## src/hdl/duckHuntPkg.sv

```systemverilog
package duckHuntPkg;

	////////////////////////////////////////
	// Types
	////////////////////////////////////////
	typedef logic signed [10:0] coordT;
	typedef logic [5:0] frameT;

	typedef enum logic [2:0] {HeadNW, HeadW, HeadNE, HeadE, HeadSW, HeadSE} headingT;
	typedef enum logic [1:0] {ColBlack, ColRed, ColPink} duckColorT; // Code 3 is black at spawn
	typedef enum logic [1:0] {PhaseFly, PhaseHit, PhaseFall} flightPhaseT;

	typedef struct packed {
		duckColorT colour;
		headingT heading;
		logic [9:0] startX;
		logic [1:0] repeats; // Extra flight cycles
	} spawnT;

	typedef struct packed {
		coordT x;
		coordT y;
	} duckPosT;

	typedef struct packed {
		duckPosT pos;
		frameT frame;
	} spriteT;

	////////////////////////////////////////
	// Field and motion constants
	////////////////////////////////////////
	localparam coordT FieldLeft = 11'sd0;
	localparam coordT FieldTop = 11'sd0;
	localparam coordT FieldRight = 11'sd576;
	localparam coordT FieldBottom = 11'sd236; // Also the spawn row
	localparam coordT FallLine = 11'sd300;
	localparam coordT BounceInset = 11'sd20;
	localparam coordT BounceInsetRight = 11'sd556;
	localparam coordT BounceInsetBottom = 11'sd216;
	localparam coordT StepLgX = 11'sd15;
	localparam coordT StepSmX = 11'sd12;
	localparam coordT StepLgY = 11'sd10;
	localparam coordT StepSmY = 11'sd2;
	localparam coordT FallStep = 11'sd10;

	localparam int HitHold = 16;
	localparam int RepeatBias = 3;
	localparam int MaxDucks = 10;
	localparam int SpriteCredits = 4;
	localparam int CreditW = 3;

	////////////////////////////////////////
	// Frame tables, [heading][colour]
	////////////////////////////////////////
	localparam frameT FlyFrameBase [0:5][0:2] = '{
		'{6'd11, 6'd31, 6'd51}, // NW
		'{6'd15, 6'd35, 6'd55}, // W
		'{6'd0, 6'd20, 6'd40}, // NE
		'{6'd4, 6'd24, 6'd44}, // E
		'{6'd11, 6'd31, 6'd51}, // SW uses NW art
		'{6'd0, 6'd20, 6'd40} // SE uses NE art
	};

	localparam frameT HitFrame [0:5][0:2] = '{
		'{6'd19, 6'd39, 6'd59},
		'{6'd19, 6'd39, 6'd59},
		'{6'd8, 6'd28, 6'd48},
		'{6'd8, 6'd28, 6'd48},
		'{6'd19, 6'd39, 6'd59},
		'{6'd8, 6'd28, 6'd48}
	};

	localparam frameT FallFrame [0:5][0:2] = '{
		'{6'd10, 6'd29, 6'd50},
		'{6'd10, 6'd29, 6'd50},
		'{6'd9, 6'd30, 6'd49},
		'{6'd9, 6'd30, 6'd49},
		'{6'd10, 6'd29, 6'd50},
		'{6'd9, 6'd30, 6'd49}
	};

	// Codes 6 and 7 from the random source fly east
	function automatic headingT legalHeading(input logic [2:0] code);
		return (code > 3'd5) ? HeadE : headingT'(code);
	endfunction

endpackage

```

## src/hdl/duckFlightCtrl.sv

```systemverilog
module duckFlightCtrl (
	input  logic ANIM_Clk,
	input  logic Reset,
	input  logic Run,
	input  logic shot,
	input  logic creditAvail,
	input  logic atEdge,
	input  logic belowFallLine,
	input  logic [1:0] repeats,
	output logic step,
	output logic loadSpawn,
	output logic fly,
	output logic bounce,
	output logic reHead,
	output logic fall,
	output logic flyStart,
	output duckHuntPkg::flightPhaseT phase,
	output logic [duckHuntPkg::MaxDucks-1:0] duckKilled
);
	import duckHuntPkg::*;

	localparam int HitW = $clog2(HitHold);
	localparam int NumW = $clog2(MaxDucks);

	typedef enum logic [3:0] {
		StIdle, StSpawn, StSpawnFrame, StFly1, StFly2, StFly3, StFly4,
		StBounce1, StBounce2, StHit, StFall
	} flightStateT;

	flightStateT state;
	flightStateT nextState;
	logic [2:0] flyCnt; // Completed flight cycles
	logic [2:0] cycleTarget;
	logic [HitW-1:0] hitCnt;
	logic [NumW-1:0] duckNum;
	logic flying;
	logic lastCycle;
	logic hitDone;

	assign step = creditAvail && (state != StIdle); // One record per step
	assign flying = state inside {StFly1, StFly2, StFly3, StFly4};
	assign lastCycle = (flyCnt == cycleTarget - 3'd1);
	assign hitDone = (hitCnt == HitW'(HitHold - 1));

	////////////////////////////////////////
	// Command decode
	////////////////////////////////////////
	assign loadSpawn = (state == StSpawn);
	assign fly = flying && !shot; // Hit duck freezes in place
	assign bounce = (state == StBounce1);
	assign reHead = (state == StFly4) && !shot && !atEdge && lastCycle;
	assign fall = (state == StFall) && !belowFallLine;
	assign flyStart = (state == StSpawnFrame) || (state == StBounce2);

	always_comb
	begin
		case (state)
			StHit: phase = PhaseHit;
			StFall: phase = PhaseFall;
			default: phase = PhaseFly;
		endcase
	end

	always_comb
	begin
		nextState = state;
		case (state)
			StIdle: if (Run) nextState = StSpawn;
			StSpawn: nextState = StSpawnFrame;
			StSpawnFrame: nextState = StFly1;
			StFly1, StFly2, StFly3, StFly4:
				if (shot)
					nextState = StHit;
				else if (atEdge)
					nextState = StBounce1;
				else if (state == StFly4)
					nextState = lastCycle ? StSpawnFrame : StFly1; // New heading after last cycle
				else
					nextState = flightStateT'(state + 4'd1);
			StBounce1: nextState = StBounce2;
			StBounce2: nextState = StFly1;
			StHit: if (hitDone) nextState = StFall;
			StFall: if (belowFallLine) nextState = StSpawn; // Gone, next duck
			default: nextState = StIdle;
		endcase
	end

	always_ff @(posedge ANIM_Clk or posedge Reset)
	begin
		if (Reset)
		begin
			state <= StIdle;
			flyCnt <= '0;
			cycleTarget <= 3'(RepeatBias);
			hitCnt <= '0;
			duckNum <= '0;
			duckKilled <= '0;
		end
		else
		begin
			if (state == StIdle || step) // Idle leaves without a step
				state <= nextState;
			if (step)
			begin
				if (loadSpawn || reHead)
					cycleTarget <= {1'b0, repeats} + 3'(RepeatBias);
				if (loadSpawn || reHead || (flying && nextState == StBounce1))
					flyCnt <= '0; // A bounce restarts the count
				else if (state == StFly4 && nextState == StFly1)
					flyCnt <= flyCnt + 3'd1;
				if (state == StHit)
					hitCnt <= hitDone ? '0 : hitCnt + 1'b1;
				if (state == StFall && belowFallLine)
				begin
					duckKilled[duckNum] <= 1'b1;
					duckNum <= (duckNum == NumW'(MaxDucks - 1)) ? '0 : duckNum + 1'b1;
				end
			end
		end
	end

endmodule

```

## src/hdl/duckMotion.sv

```systemverilog
module duckMotion (
	input  logic ANIM_Clk,
	input  logic Reset,
	input  logic step,
	input  logic loadSpawn,
	input  logic fly,
	input  logic bounce,
	input  logic reHead,
	input  logic fall,
	input  duckHuntPkg::spawnT spawn,
	output duckHuntPkg::duckPosT pos,
	output duckHuntPkg::headingT heading,
	output duckHuntPkg::duckColorT colour,
	output logic atEdge,
	output logic belowFallLine
);
	import duckHuntPkg::*;

	coordT dx;
	coordT dy;
	coordT xSum;
	coordT ySum;
	duckPosT flyPos;
	duckPosT bouncePos;
	headingT bounceHeading;
	logic atLeft;
	logic atTop;
	logic atRight;
	logic atBottom;

	assign atLeft = (pos.x <= FieldLeft);
	assign atTop = (pos.y <= FieldTop);
	assign atRight = (pos.x >= FieldRight);
	assign atBottom = (pos.y >= FieldBottom);
	assign atEdge = atLeft || atTop || atRight || atBottom;
	assign belowFallLine = (pos.y > FallLine);

	////////////////////////////////////////
	// Step vector and clamping
	////////////////////////////////////////
	always_comb
	begin
		case (heading)
			HeadNW: begin dx = -StepSmX; dy = -StepLgY; end
			HeadW: begin dx = -StepLgX; dy = -StepSmY; end
			HeadNE: begin dx = StepSmX; dy = -StepLgY; end
			HeadE: begin dx = StepLgX; dy = -StepSmY; end
			HeadSW: begin dx = -StepSmX; dy = StepLgY; end
			HeadSE: begin dx = StepSmX; dy = StepLgY; end
			default: begin dx = '0; dy = '0; end
		endcase
		xSum = pos.x + dx;
		ySum = pos.y + dy;
		flyPos.x = (xSum < FieldLeft) ? FieldLeft : xSum; // East side left open
		if (ySum < FieldTop)
			flyPos.y = FieldTop;
		else if (ySum > FieldBottom)
			flyPos.y = FieldBottom;
		else
			flyPos.y = ySum;
	end

	// Reflection, the later matching edge wins
	always_comb
	begin
		bounceHeading = heading;
		bouncePos = pos;
		case (heading)
			HeadNW, HeadW:
			begin
				if (atTop) begin bounceHeading = HeadSW; bouncePos.y = FieldTop + BounceInset; end
				if (atLeft)
				begin
					bounceHeading = (heading == HeadNW) ? HeadNE : HeadE;
					bouncePos.x = FieldLeft + BounceInset;
				end
			end
			HeadNE, HeadE:
			begin
				if (atRight)
				begin
					bounceHeading = (heading == HeadNE) ? HeadNW : HeadW;
					bouncePos.x = BounceInsetRight;
				end
				if (atTop) begin bounceHeading = HeadSE; bouncePos.y = FieldTop + BounceInset; end
			end
			HeadSW:
			begin
				if (atBottom) begin bounceHeading = HeadNW; bouncePos.y = BounceInsetBottom; end
				if (atLeft) begin bounceHeading = HeadSE; bouncePos.x = FieldLeft + BounceInset; end
			end
			HeadSE:
			begin
				if (atRight) begin bounceHeading = HeadSW; bouncePos.x = BounceInsetRight; end
				if (atBottom) begin bounceHeading = HeadNE; bouncePos.y = BounceInsetBottom; end
			end
			default: ;
		endcase
	end

	always_ff @(posedge ANIM_Clk or posedge Reset)
	begin
		if (Reset)
		begin
			pos <= '0;
			heading <= HeadNW;
			colour <= ColBlack;
		end
		else if (step)
		begin
			if (loadSpawn)
			begin
				pos.x <= coordT'({1'b0, spawn.startX});
				pos.y <= FieldBottom; // Rise from the grass line
				heading <= legalHeading(spawn.heading);
				colour <= (spawn.colour > ColPink) ? ColBlack : spawn.colour;
			end
			if (fly)
				pos <= flyPos;
			if (reHead)
				heading <= legalHeading(spawn.heading);
			if (bounce)
			begin
				pos <= bouncePos;
				heading <= bounceHeading;
			end
			if (fall)
				pos.y <= pos.y + FallStep;
		end
	end

endmodule

```

## src/hdl/duckSpriteSel.sv

```systemverilog
module duckSpriteSel (
	input  logic ANIM_Clk,
	input  logic Reset,
	input  logic step,
	input  logic flyStart,
	input  duckHuntPkg::flightPhaseT phase,
	input  duckHuntPkg::headingT heading,
	input  duckHuntPkg::duckColorT colour,
	output duckHuntPkg::frameT frame
);
	import duckHuntPkg::*;

	frameT flyBase; // First wing frame of the heading
	logic [1:0] wingCnt; // Four wing frames per cycle

	always_ff @(posedge ANIM_Clk or posedge Reset)
	begin
		if (Reset)
		begin
			flyBase <= '0;
			wingCnt <= '0;
		end
		else if (step)
		begin
			if (flyStart)
			begin
				flyBase <= FlyFrameBase[heading][colour];
				wingCnt <= '0;
			end
			else if (phase == PhaseFly)
				wingCnt <= wingCnt + 2'd1; // Wraps back to the base frame
		end
	end

	////////////////////////////////////////
	// Frame select
	////////////////////////////////////////
	always_comb
	begin
		case (phase)
			PhaseHit: frame = HitFrame[heading][colour];
			PhaseFall: frame = FallFrame[heading][colour];
			default: frame = flyBase + frameT'(wingCnt);
		endcase
	end

endmodule

```

## src/hdl/spriteCreditTx.sv

```systemverilog
module spriteCreditTx (
	input  logic ANIM_Clk,
	input  logic Reset,
	input  logic step,
	input  logic creditReturn,
	input  duckHuntPkg::spriteT record,
	output logic creditAvail,
	output duckHuntPkg::spriteT sprite,
	output logic spriteValid
);
	import duckHuntPkg::*;

	logic [CreditW-1:0] credits; // Free renderer slots

	assign creditAvail = (credits != '0);

	always_ff @(posedge ANIM_Clk or posedge Reset)
	begin
		if (Reset)
		begin
			credits <= CreditW'(SpriteCredits);
			spriteValid <= 1'b0;
		end
		else
		begin
			spriteValid <= step;
			case ({step, creditReturn})
				2'b10: credits <= credits - 1'b1;
				2'b01:
					if (credits < CreditW'(SpriteCredits)) // Extra returns are dropped
						credits <= credits + 1'b1;
				default: ; // Consume and return cancel
			endcase
		end
	end

	// Record of the state being left
	always_ff @(posedge ANIM_Clk)
	begin
		if (step)
			sprite <= record;
	end

endmodule

```

## src/hdl/duckHuntAnim.sv

```systemverilog
module duckHuntAnim (
	input  logic ANIM_Clk,
	input  logic Reset,
	input  logic Run,
	input  logic shot,
	input  duckHuntPkg::spawnT spawn,
	input  logic creditReturn,
	output duckHuntPkg::spriteT sprite,
	output logic spriteValid,
	output logic [duckHuntPkg::MaxDucks-1:0] duckKilled
);
	import duckHuntPkg::*;

	logic step;
	logic loadSpawn;
	logic fly;
	logic bounce;
	logic reHead;
	logic fall;
	logic flyStart;
	logic atEdge;
	logic belowFallLine;
	logic creditAvail;
	flightPhaseT phase;
	duckPosT pos;
	headingT heading;
	duckColorT colour;
	frameT frame;
	spriteT record;

	assign record = '{pos: pos, frame: frame};

	////////////////////////////////////////
	// Flight control and motion
	////////////////////////////////////////
	duckFlightCtrl duckFlightCtrl_inst (
		.ANIM_Clk(ANIM_Clk), .Reset(Reset), .Run(Run), .shot(shot),
		.creditAvail(creditAvail), .atEdge(atEdge), .belowFallLine(belowFallLine),
		.repeats(spawn.repeats), .step(step), .loadSpawn(loadSpawn), .fly(fly),
		.bounce(bounce), .reHead(reHead), .fall(fall), .flyStart(flyStart),
		.phase(phase), .duckKilled(duckKilled)
	);

	duckMotion duckMotion_inst (
		.ANIM_Clk(ANIM_Clk), .Reset(Reset), .step(step), .loadSpawn(loadSpawn),
		.fly(fly), .bounce(bounce), .reHead(reHead), .fall(fall), .spawn(spawn),
		.pos(pos), .heading(heading), .colour(colour), .atEdge(atEdge),
		.belowFallLine(belowFallLine)
	);

	////////////////////////////////////////
	// Sprite frame and renderer channel
	////////////////////////////////////////
	duckSpriteSel duckSpriteSel_inst (
		.ANIM_Clk(ANIM_Clk), .Reset(Reset), .step(step), .flyStart(flyStart),
		.phase(phase), .heading(heading), .colour(colour), .frame(frame)
	);

	spriteCreditTx spriteCreditTx_inst (
		.ANIM_Clk(ANIM_Clk), .Reset(Reset), .step(step), .creditReturn(creditReturn),
		.record(record), .creditAvail(creditAvail), .sprite(sprite),
		.spriteValid(spriteValid)
	);

endmodule

```

## config.mk

```make
export PLATFORM = sky130hd
export DESIGN_NAME = duckHuntAnim
export DESIGN_NICKNAME = d
export VERILOG_FILES = /design/src/hdl/duckHuntPkg.sv /design/src/hdl/duckFlightCtrl.sv /design/src/hdl/duckMotion.sv /design/src/hdl/duckSpriteSel.sv /design/src/hdl/spriteCreditTx.sv /design/src/hdl/duckHuntAnim.sv
export SDC_FILE = /design/constraint.sdc
export NUM_CORES = 1
export LEC_CHECK = 0
export BUFFER_PORTS_ARGS = -buffer_cell sky130_fd_sc_hd__buf_2
export CAP_MARGIN = 20
export CORE_UTILIZATION = 50
export DETAILED_ROUTE_END_ITERATION = 8
export HOLD_SLACK_MARGIN = 0.05
export PLACE_DENSITY = 0.71
export SLEW_MARGIN = 20
export SYNTH_ARGS = -nofsm -noshare
export SYNTH_HDL_FRONTEND = slang
export SYNTH_SLANG_ARGS = --single-unit
```

## constraint.sdc

```tcl
create_clock -name ANIM_Clk -period 3.7 [get_ports ANIM_Clk]
set_input_delay 0.555 -clock ANIM_Clk [delete_from_list [all_inputs] [get_ports ANIM_Clk]]
set_output_delay 0.555 -clock ANIM_Clk [all_outputs]
set_load 0.005 [all_outputs]
```

==> impl_results.md, run 1 <==
- Worst-path maximum fanout: 9
- Longest Clk Path Bufs: 2
- RSZ-0062 raised after global routing: false
- GRT met1 Usage: 0.334
- Worst hold margin: 0.237 ns
- Psw: 3300 uW
- Routed len/inst: 17.5 microns
- Clk slew on worst S/H paths: 0.06 ns
- Fin Clk Skew: 0.00851 ns
- Total GRT Usage: 0.258
- Syn_nets: 764
- Fin crit share: 0.919
- Slew Limit Headroom: 0.333
- Total CTS buffers: 9
- Synth Flop Type: dfrtp_1
- Clk_lat worst skew: 0.35 ns
- Cell taking the most area after synthesis: dfrtp_1
- DP Cell Count: 908
- Critical Path Source: duckMotion_inst.heading[0]
- Clk sink count: 94
- Die Ht: 115 microns
- Critical Path Sink Type: flip-flop
- Peak supply drop: 0.493 mV
- Largest cells by area after synthesis: dfrtp_1 25%, edfxtp_1 13%, ha_1 8.4%
- H-tree Lvls: 3
- Syn Inst Count: 695
- Largest net degree at the start of global routing: 43
- First-pass GRT wire length: 26500 microns
- Switching Share: 0.473
- Seq/Total Area, Yosys: 0.390
- CTS tree: built
- Post-route ant nets: 0
- Async SR Flop Fraction: 0.702
- Overall power: 6960 uW
- Sequential Power Share: 0.284
- Logic gate share of total power: 0.594
- Internal power: 3670 uW
- Worst hold path type: in -> async
- Sequential cell area: 2500 sq um
- Critical Path AT: 3.63 ns
- Worst-margin pin slew: 0.992 ns
- DR vias/cell: 6.13
- 1st-pass router iterations: 5
- Ports: 61
- Layout cell share with drive strength beyond 1: 0.172
- CTS root buf: clkbuf_16
- Yosys warns: 0
- Setup TNS: 0 ns
- Vias in the first global route: 5424
- Status: complete, no violations
- Final setup vio count: 0
- Row cnt: 40
- Grt met2 use: 0.417
- Yosys reg bits: 94
- Leak pwr: 0.00309 uW
- Fillers: 1065
- Final GP Congestion: 0.929
- CP peak stage delay: 0.46 ns
- Inserted Diodes: 0
- Post-synth top area share: 0.246
- Layout Cells excl Fill: 924
- Part of the power in the clock network: 0.121
- Area of the multi-input gates: 3630 sq um
- Pins over their slew limit: 0
- Netlist cell types: 84
- Worst r2r src: duckMotion_inst.heading[0]
- Syn Area/Cell: 9.22 sq um
- DP HPWL: 12100 microns
- CP Cell Sequence: inv_1 -> ha_1 -> nor4_1 -> nor3_1 -> ha_1 -> o211ai_1 -> o211ai_1 -> a311oi_1 -> a211oi_1 -> o311ai_1 -> a41o_1 -> o21ai_0 -> a21oi_1
- Initial DRC count: 406
- PwrDens: 975 nW/um^2
- Tmin final: 3.40 ns
- M3 GR Usage: 0.0543
- Most Crowded Layer GR: met2
- Post-synthesis cell area: 6410 sq um
- Initial antenna violation count: 0
- IO buf count: 60
- Max_cap viols: 0
- Chip width: 115 microns
- Critical Path Start Type: flip-flop
- Total gr overflow: 0
- Final hold vios: 0
- Drt total wl: 16200 microns
- DRC Markers: 0
- Vias: 5668
- Die footprint: 13300 sq um
- Area grow syn2layout: 11.4%
- Initial Util: 0.522
- Crit-path slowest cell: dfrtp_2
- Crit path required time: 3.93 ns
- Max Fclk: 294 MHz
- Hold-fix buffers at CTS: 0
- Worst Setup Path Type: reg -> reg
- Number of synthesized flops with an enable pin: 28
- Core box area: 12300 sq um
- Final #Nets: 820
-- cell usage after synthesis, types with 4 or more instances --
library cell  number
nor4_1             5
a22oi_1            6
nor2_1            66
dfrtp_1           63
a31o_2             9
ha_1              43
buf_2              7
fa_1               4
nor3_1            19
buf_6              4
o211ai_1           8
edfxtp_1          28
xor2_1            10
nand2b_1           8
o22ai_1            9
o21ai_0           51
nand3b_1           6
mux2_2             4
xnor2_1           16
a21oi_1           60
o21a_1             6
nand2_1           53
nand4_1            4
nor2b_1            8
o21ai_1            7
nand3_1           22
inv_1             41
a21o_1            10
o31ai_1            5
a221oi_1           6
a41o_1             4
a31oi_1            9
a211oi_1           5
clkbuf_1          12
-- critical path: cells and delay by family, from the launching register on --
kind                     cells  cell delay [ns]
AND/OR/NAND/NOR              2             0.42
AO/OA/AOI/OAI                8             1.75
flip-flops                   1             0.46
buffers and inverters        1             0.08
adder cells (fa/ha/maj)      2             0.57
-- routing by layer --
layer  part of all wire  vias up
li1                   -     2686
met1               0.44     2741
met2               0.48      198
met3              0.055       43
met4              0.025        0
met5                  0        -
-- timing repair --
action                     in CTS  in global routing
resized for setup               0                  7
setup buffers                   0                  0
setup endpoints to repair       0                 16
-- layout by cell type (no fill, tap or decap), types with 5 or more instances in the layout --
master,synthesis,layout
nand3b_1,6,6
a22oi_1,6,6
o21ai_0,51,51
o21a_1,6,6
o21ai_1,7,7
edfxtp_1,28,28
dfrtp_1,63,61
o211ai_1,8,8
ha_1,43,42
nor2b_1,8,8
clkbuf_16,0,9
nand3_1,22,22
a21o_1,10,10
xor2_1,10,10
a211oi_1,5,5
nand2_1,53,53
nand2b_1,8,7
a221oi_1,6,6
nor4_1,5,5
inv_1,41,39
a21oi_1,60,59
nor3_1,19,19
a31oi_1,9,9
buf_4,2,10
a31o_2,9,9
o22ai_1,9,9
buf_2,7,60
nor2_1,66,66
o31ai_1,5,5
xnor2_1,16,15
-- power groups by stage --
stage	Clock [uW]	Sequential (uW)	Combinational (uW)
final	843	1980	4140
after floorplan	0	1840	3100
after detailed placement	0	1990	4030
after global routing	898	2040	4610
after CTS	863	1970	4070
after global placement	0	1970	3940
-- final timing paths --
kind                       slack, ns                                  to  cells after the start
setup / recovery                0.30              duckMotion_inst.pos[3]                     13
hold / removal                  0.24      spriteCreditTx_inst.credits[0]                      2
setup reg to reg                0.30              duckMotion_inst.pos[3]                     13
hold reg to reg                 0.46   duckFlightCtrl_inst.duckKilled[0]                      1
max in group asynchronous       2.47          duckMotion_inst.heading[1]                      3
min in group ANIM_Clk           0.35  duckFlightCtrl_inst.cycleTarget[0]                      2
-- sequential cells by signal, summed over array words and instances, names as in the netlist, 4 cells and up --
register	count
duckMotion_inst.pos	22
duckFlightCtrl_inst.duckNum	4
duckFlightCtrl_inst.hitCnt	4
duckFlightCtrl_inst.state	4
duckFlightCtrl_inst.duckKilled	10
spriteCreditTx_inst.sprite	28
duckSpriteSel_inst.flyBase	5
-- per-stage QoR --
step                      worst slack, ns  instance area [sq um]   util
after detailed placement           0.0645                   6850  0.559
after global placement              0.260                   6850  0.559
after CTS                          0.0288                   7110  0.580
after global routing               0.0673                   7140  0.582
after floorplan                     0.344                   6410      -
final                               0.301                   7140  0.582
-- cell families after synthesis --
group                      share of synthesized area
AOI/OAI and AO/OA                              0.249
and+or+nand+nor                                0.165
DFF                                            0.390
buffers and inverters                         0.0477
adders and majority gates                     0.0965
xor gates and xnor gates                      0.0393
muxes                                         0.0137
-- final cells by class --
| type | count | share of cell area |
|---|---|---|
| Multi-Input combinational cell | 532 | 0.508 |
| Inverter | 44 | 0.0231 |
| Sequential cell | 94 | 0.350 |
| Clock inverter | 4 | 0.00368 |
| Timing Repair Buffer | 70 | 0.0526 |
| Clock buffer | 12 | 0.0331 |
| Tap cell | 168 | 0.0294 |
(Power assumes the default switching activity.)
==> inputs of run 2 (changes only) <==
- ABC_AREA: unset -> 1
==> run 2 against run 1 <==
Net effect:
- critical path depth is 7 higher
- critical endpoint unchanged
- sequential power is 4% lower
- largest power group unchanged
- worst setup slack gained 0.25 ns
- hold slack better by 0.13 ns
==> impl_results.md, run 2 <==
- Met2 routed WL: 6960 microns (-9.4%)
- Worst Setup Path Type: reg -> reg
- Syn Area/Cell: 7.59 sq um (-18%)
- Total GRT Usage: 0.245 (-0.0132)
- Number of synthesized flops with an enable pin: 28 (unchanged)
- Peak supply drop: 0.349 mV (-29%)
- Clk_lat worst skew: 0.36 ns (about the same)
- Post-synthesis cell area: 6610 sq um (+3.2%)
- Hold-fix buffers at CTS: 0 (unchanged)
- Cell taking the most area after synthesis: dfrtp_1
- Initial Util: 0.517 (-0.00506)
- Post-route ant nets: 0 (unchanged)
- CP Cell Sequence: inv_1 -> ha_1 -> inv_1 -> nor2_1 -> nor3_2 -> nor2_4 -> ha_1 -> nand2_1 -> nor2_1 -> nand2_1 -> o211ai_1 -> nand2_1 -> nor2_1 -> nor2_1 -> nand2_2 -> and2_1 -> nand2_2 -> nand2_1 -> nand2_1 -> a21oi_1
- Drt total wl: 15700 microns (-3.0%)
- Routed len/inst: 14.1 microns (-20%)
- Synth Flop Type: dfrtp_1
- Critical Path Sink Type: flip-flop
- Most frequent cell after synthesis: nand2_1
- Crit-path slowest cell: dfrtp_1
- Max_cap viols: 0 (unchanged)
- Final GP Congestion: 0.913 (-1.7%)
- Pins over their slew limit: 0 (unchanged)
- Largest net degree at the start of global routing: 40 (-7.0%)
- DP HPWL: 11800 microns (-2.5%)
- Largest cells by area after synthesis: dfrtp_1 24%, edfxtp_1 13%, nand2_1 11%
- H-tree Lvls: 3 (unchanged)
- Critical Path Start Type: flip-flop
- CP peak stage delay: 0.48 ns (+0.02 ns)
- Metal3 WL: 841 microns (-5.0%)
- Clk sink count: 94 (unchanged)
- CTS tree: built
- Sequential cell area: 2500 sq um (-0.10%)
- Most frequent cells in the layout: 194 x nand2_1, 120 x inv_1, 96 x nor2_1, 63 x dfrtp_1
- Post-synth top area share: 0.239 (-0.00755)
- Fillers: 1177 (+11%)
- CP dominant cell by count: nand2_1
- Status: complete, no violations
- RSZ-0062 raised after global routing: false
- Worst hold path type: in -> async
- Seq/Total Area, Yosys: 0.378 (-0.0120)
- Crit path required time: 3.98 ns (+0.05 ns)
- Netlist cell types: 54 (-36%)
- First-pass GRT wire length: 25600 microns (-3.1%)
- Chip width: 117 microns (+1.5%)
- Syn Inst Count: 871 (+25%)
- Worst-path maximum fanout: 8 (-1)
- M1 wire length: 7550 microns (+5.1%)
- Area of the multi-input gates: 3530 sq um (-2.6%)
- Largest regs: spriteCreditTx_inst.sprite (28), duckMotion_inst.pos (22), duckFlightCtrl_inst.duckKilled (10)
- Yosys warns: 0 (unchanged)
- DR vias/cell: 5.33 (-13%)
- Worst-margin pin slew: 0.863 ns (-0.129 ns)
- Post-CTS Resized: 0 (unchanged)
- Initial antenna violation count: 0 (unchanged)
- Fin crit share: 0.852 (-0.0672)
- Initial DRC count: 618 (+52%)
- Critical Path AT: 3.43 ns (-0.20 ns)
- Fin Clk Skew: 0.00761 ns (-0.000904 ns)
- Total gr overflow: 0 (unchanged)
- Syn_nets: 940 (+23%)
- Area grow syn2layout: 11.9%
- PwrDens: 937 nW/um^2 (-3.9%)
- Core box area: 12800 sq um (+4.2%)
- 1st-pass router iterations: 5 (unchanged)
- Largest Register: spriteCreditTx_inst.sprite
- Tmin final: 3.15 ns (-0.249 ns)
- Total CTS buffers: 9 (unchanged)
- Yosys reg bits: 94 (unchanged)
- Leak pwr: 0.00370 uW (+20%)
- Layout cell share with drive strength beyond 1: 0.136 (-0.0361)
- Max reg flops: 28 (unchanged)
- Worst hold margin: 0.368 ns (+0.132 ns)
- Inserted Diodes: 0 (unchanged)
- DRC Markers: 0 (unchanged)
- Commonest cells post-synth: 194 x nand2_1, 121 x inv_1, 96 x nor2_1, 63 x dfrtp_1, 60 x o21ai_0
- Post-CTS setup buffers: 0 (unchanged)
- Clk slew on worst S/H paths: 0.07 ns (about the same)
- Final #Nets: 1006 (+23%)
- Overall power: 6930 uW (-0.49%)
- Final hold vios: 0 (unchanged)
- Async SR Flop Fraction: 0.702 (unchanged)
- Slew Limit Headroom: 0.424 (+0.0908)
- Ports: 61 (unchanged)
- Max Fclk: 317 MHz (+7.9%)
- CTS root buf: clkbuf_16
- Die footprint: 13700 sq um (+3.1%)
- IO buf count: 60 (unchanged)
- Top layer in use: met4
- Vias: 5933 (+4.7%)
- Row cnt: 41 (+2.5%)
- Die Ht: 117 microns (+1.5%)
- Longest Clk Path Bufs: 2 (unchanged)
- Most common cell after layout, fill and taps aside: nand2_1
- Vias in the first global route: 5394 (-0.55%)
- Setup TNS: 0 ns (unchanged)
- Final setup vio count: 0 (unchanged)
run 2: cell count changes after synthesis, sizes merged, moves of 9 or more:
cell    delta
nand3     +32
clkbuf    -11
a21o      -11
a31oi      -9
nor2      +36
inv       +88
nand2    +150
run 2: report_power, final:
part           internal, uW  switching (uW)
Combinational          1510            2570
Clock                   480             476
Sequential             1550             351
run 2: layer usage:
metal | GRT usage | vias to the layer above
li1 | - | 3017
met5 | 0 | -
met2 | 0.387 | 190
met3 | 0.0345 | 24
met4 | 0.101 | 0
met1 | 0.338 | 2702
run 2: kinds of logic (layout without fill, tap and decap cells):
group | count (synthesis) | after routing | synth area share
buf+inv | 143 | 214 | 0.0877
flops | 94 | 94 | 0.378
xor+xnor | 26 | 26 | 0.0356
compound gates | 170 | 170 | 0.152
simple gates | 391 | 391 | 0.254
fa+ha+maj | 47 | 47 | 0.0935
run 2: path summary, 6_finish.rpt:
path	from	end	slack [ns]	depth (start not counted)
worst max-delay path	duckMotion_inst.heading[1]	duckMotion_inst.pos[3]	0.55	20
worst min-delay path	Reset	spriteCreditTx_inst.spriteValid	0.37	2
worst max register to register	duckMotion_inst.heading[1]	duckMotion_inst.pos[3]	0.55	20
worst min register to register	duckFlightCtrl_inst.duckKilled[5]	duckFlightCtrl_inst.duckKilled[5]	0.46	1
max in group asynchronous	Reset	duckFlightCtrl_inst.cycleTarget[0]	2.51	3
min in group ANIM_Clk	spawn[0]	duckFlightCtrl_inst.cycleTarget[0]	0.37	2
run 2: cell type report:
type	count	share of cell area
multi-input cells	634	0.478
flip-flops and latches	94	0.338
repair buffers	67	0.0477
inverters	131	0.0672
clock inverters	7	0.0102
well taps	172	0.0291
clock buffers	9	0.0305
run 2: through the flow:
| step | cells | setup WS (ns) | utilization | area (sq um) |
|---|---|---|---|---|
| CTS | 1114 | 0.582 | 0.579 | 7390 |
| global placement | 1098 | 0.663 | 0.555 | 7090 |
| finish | 1114 | 0.549 | 0.579 | 7390 |
| floorplan | 871 | 1.01 | - | 6610 |
| global route | 1114 | 0.189 | 0.579 | 7390 |
| detailed placement | 1098 | 0.595 | 0.555 | 7090 |
run 2: critical path: cells and delay by family (launching register included):
family | cells | cell delay, ns
buffers and inverters | 2 | 0.21
adders and majority gates | 2 | 0.56
and+or+nand+nor | 14 | 1.54
DFF | 1 | 0.48
AOI/OAI and AO/OA | 2 | 0.25
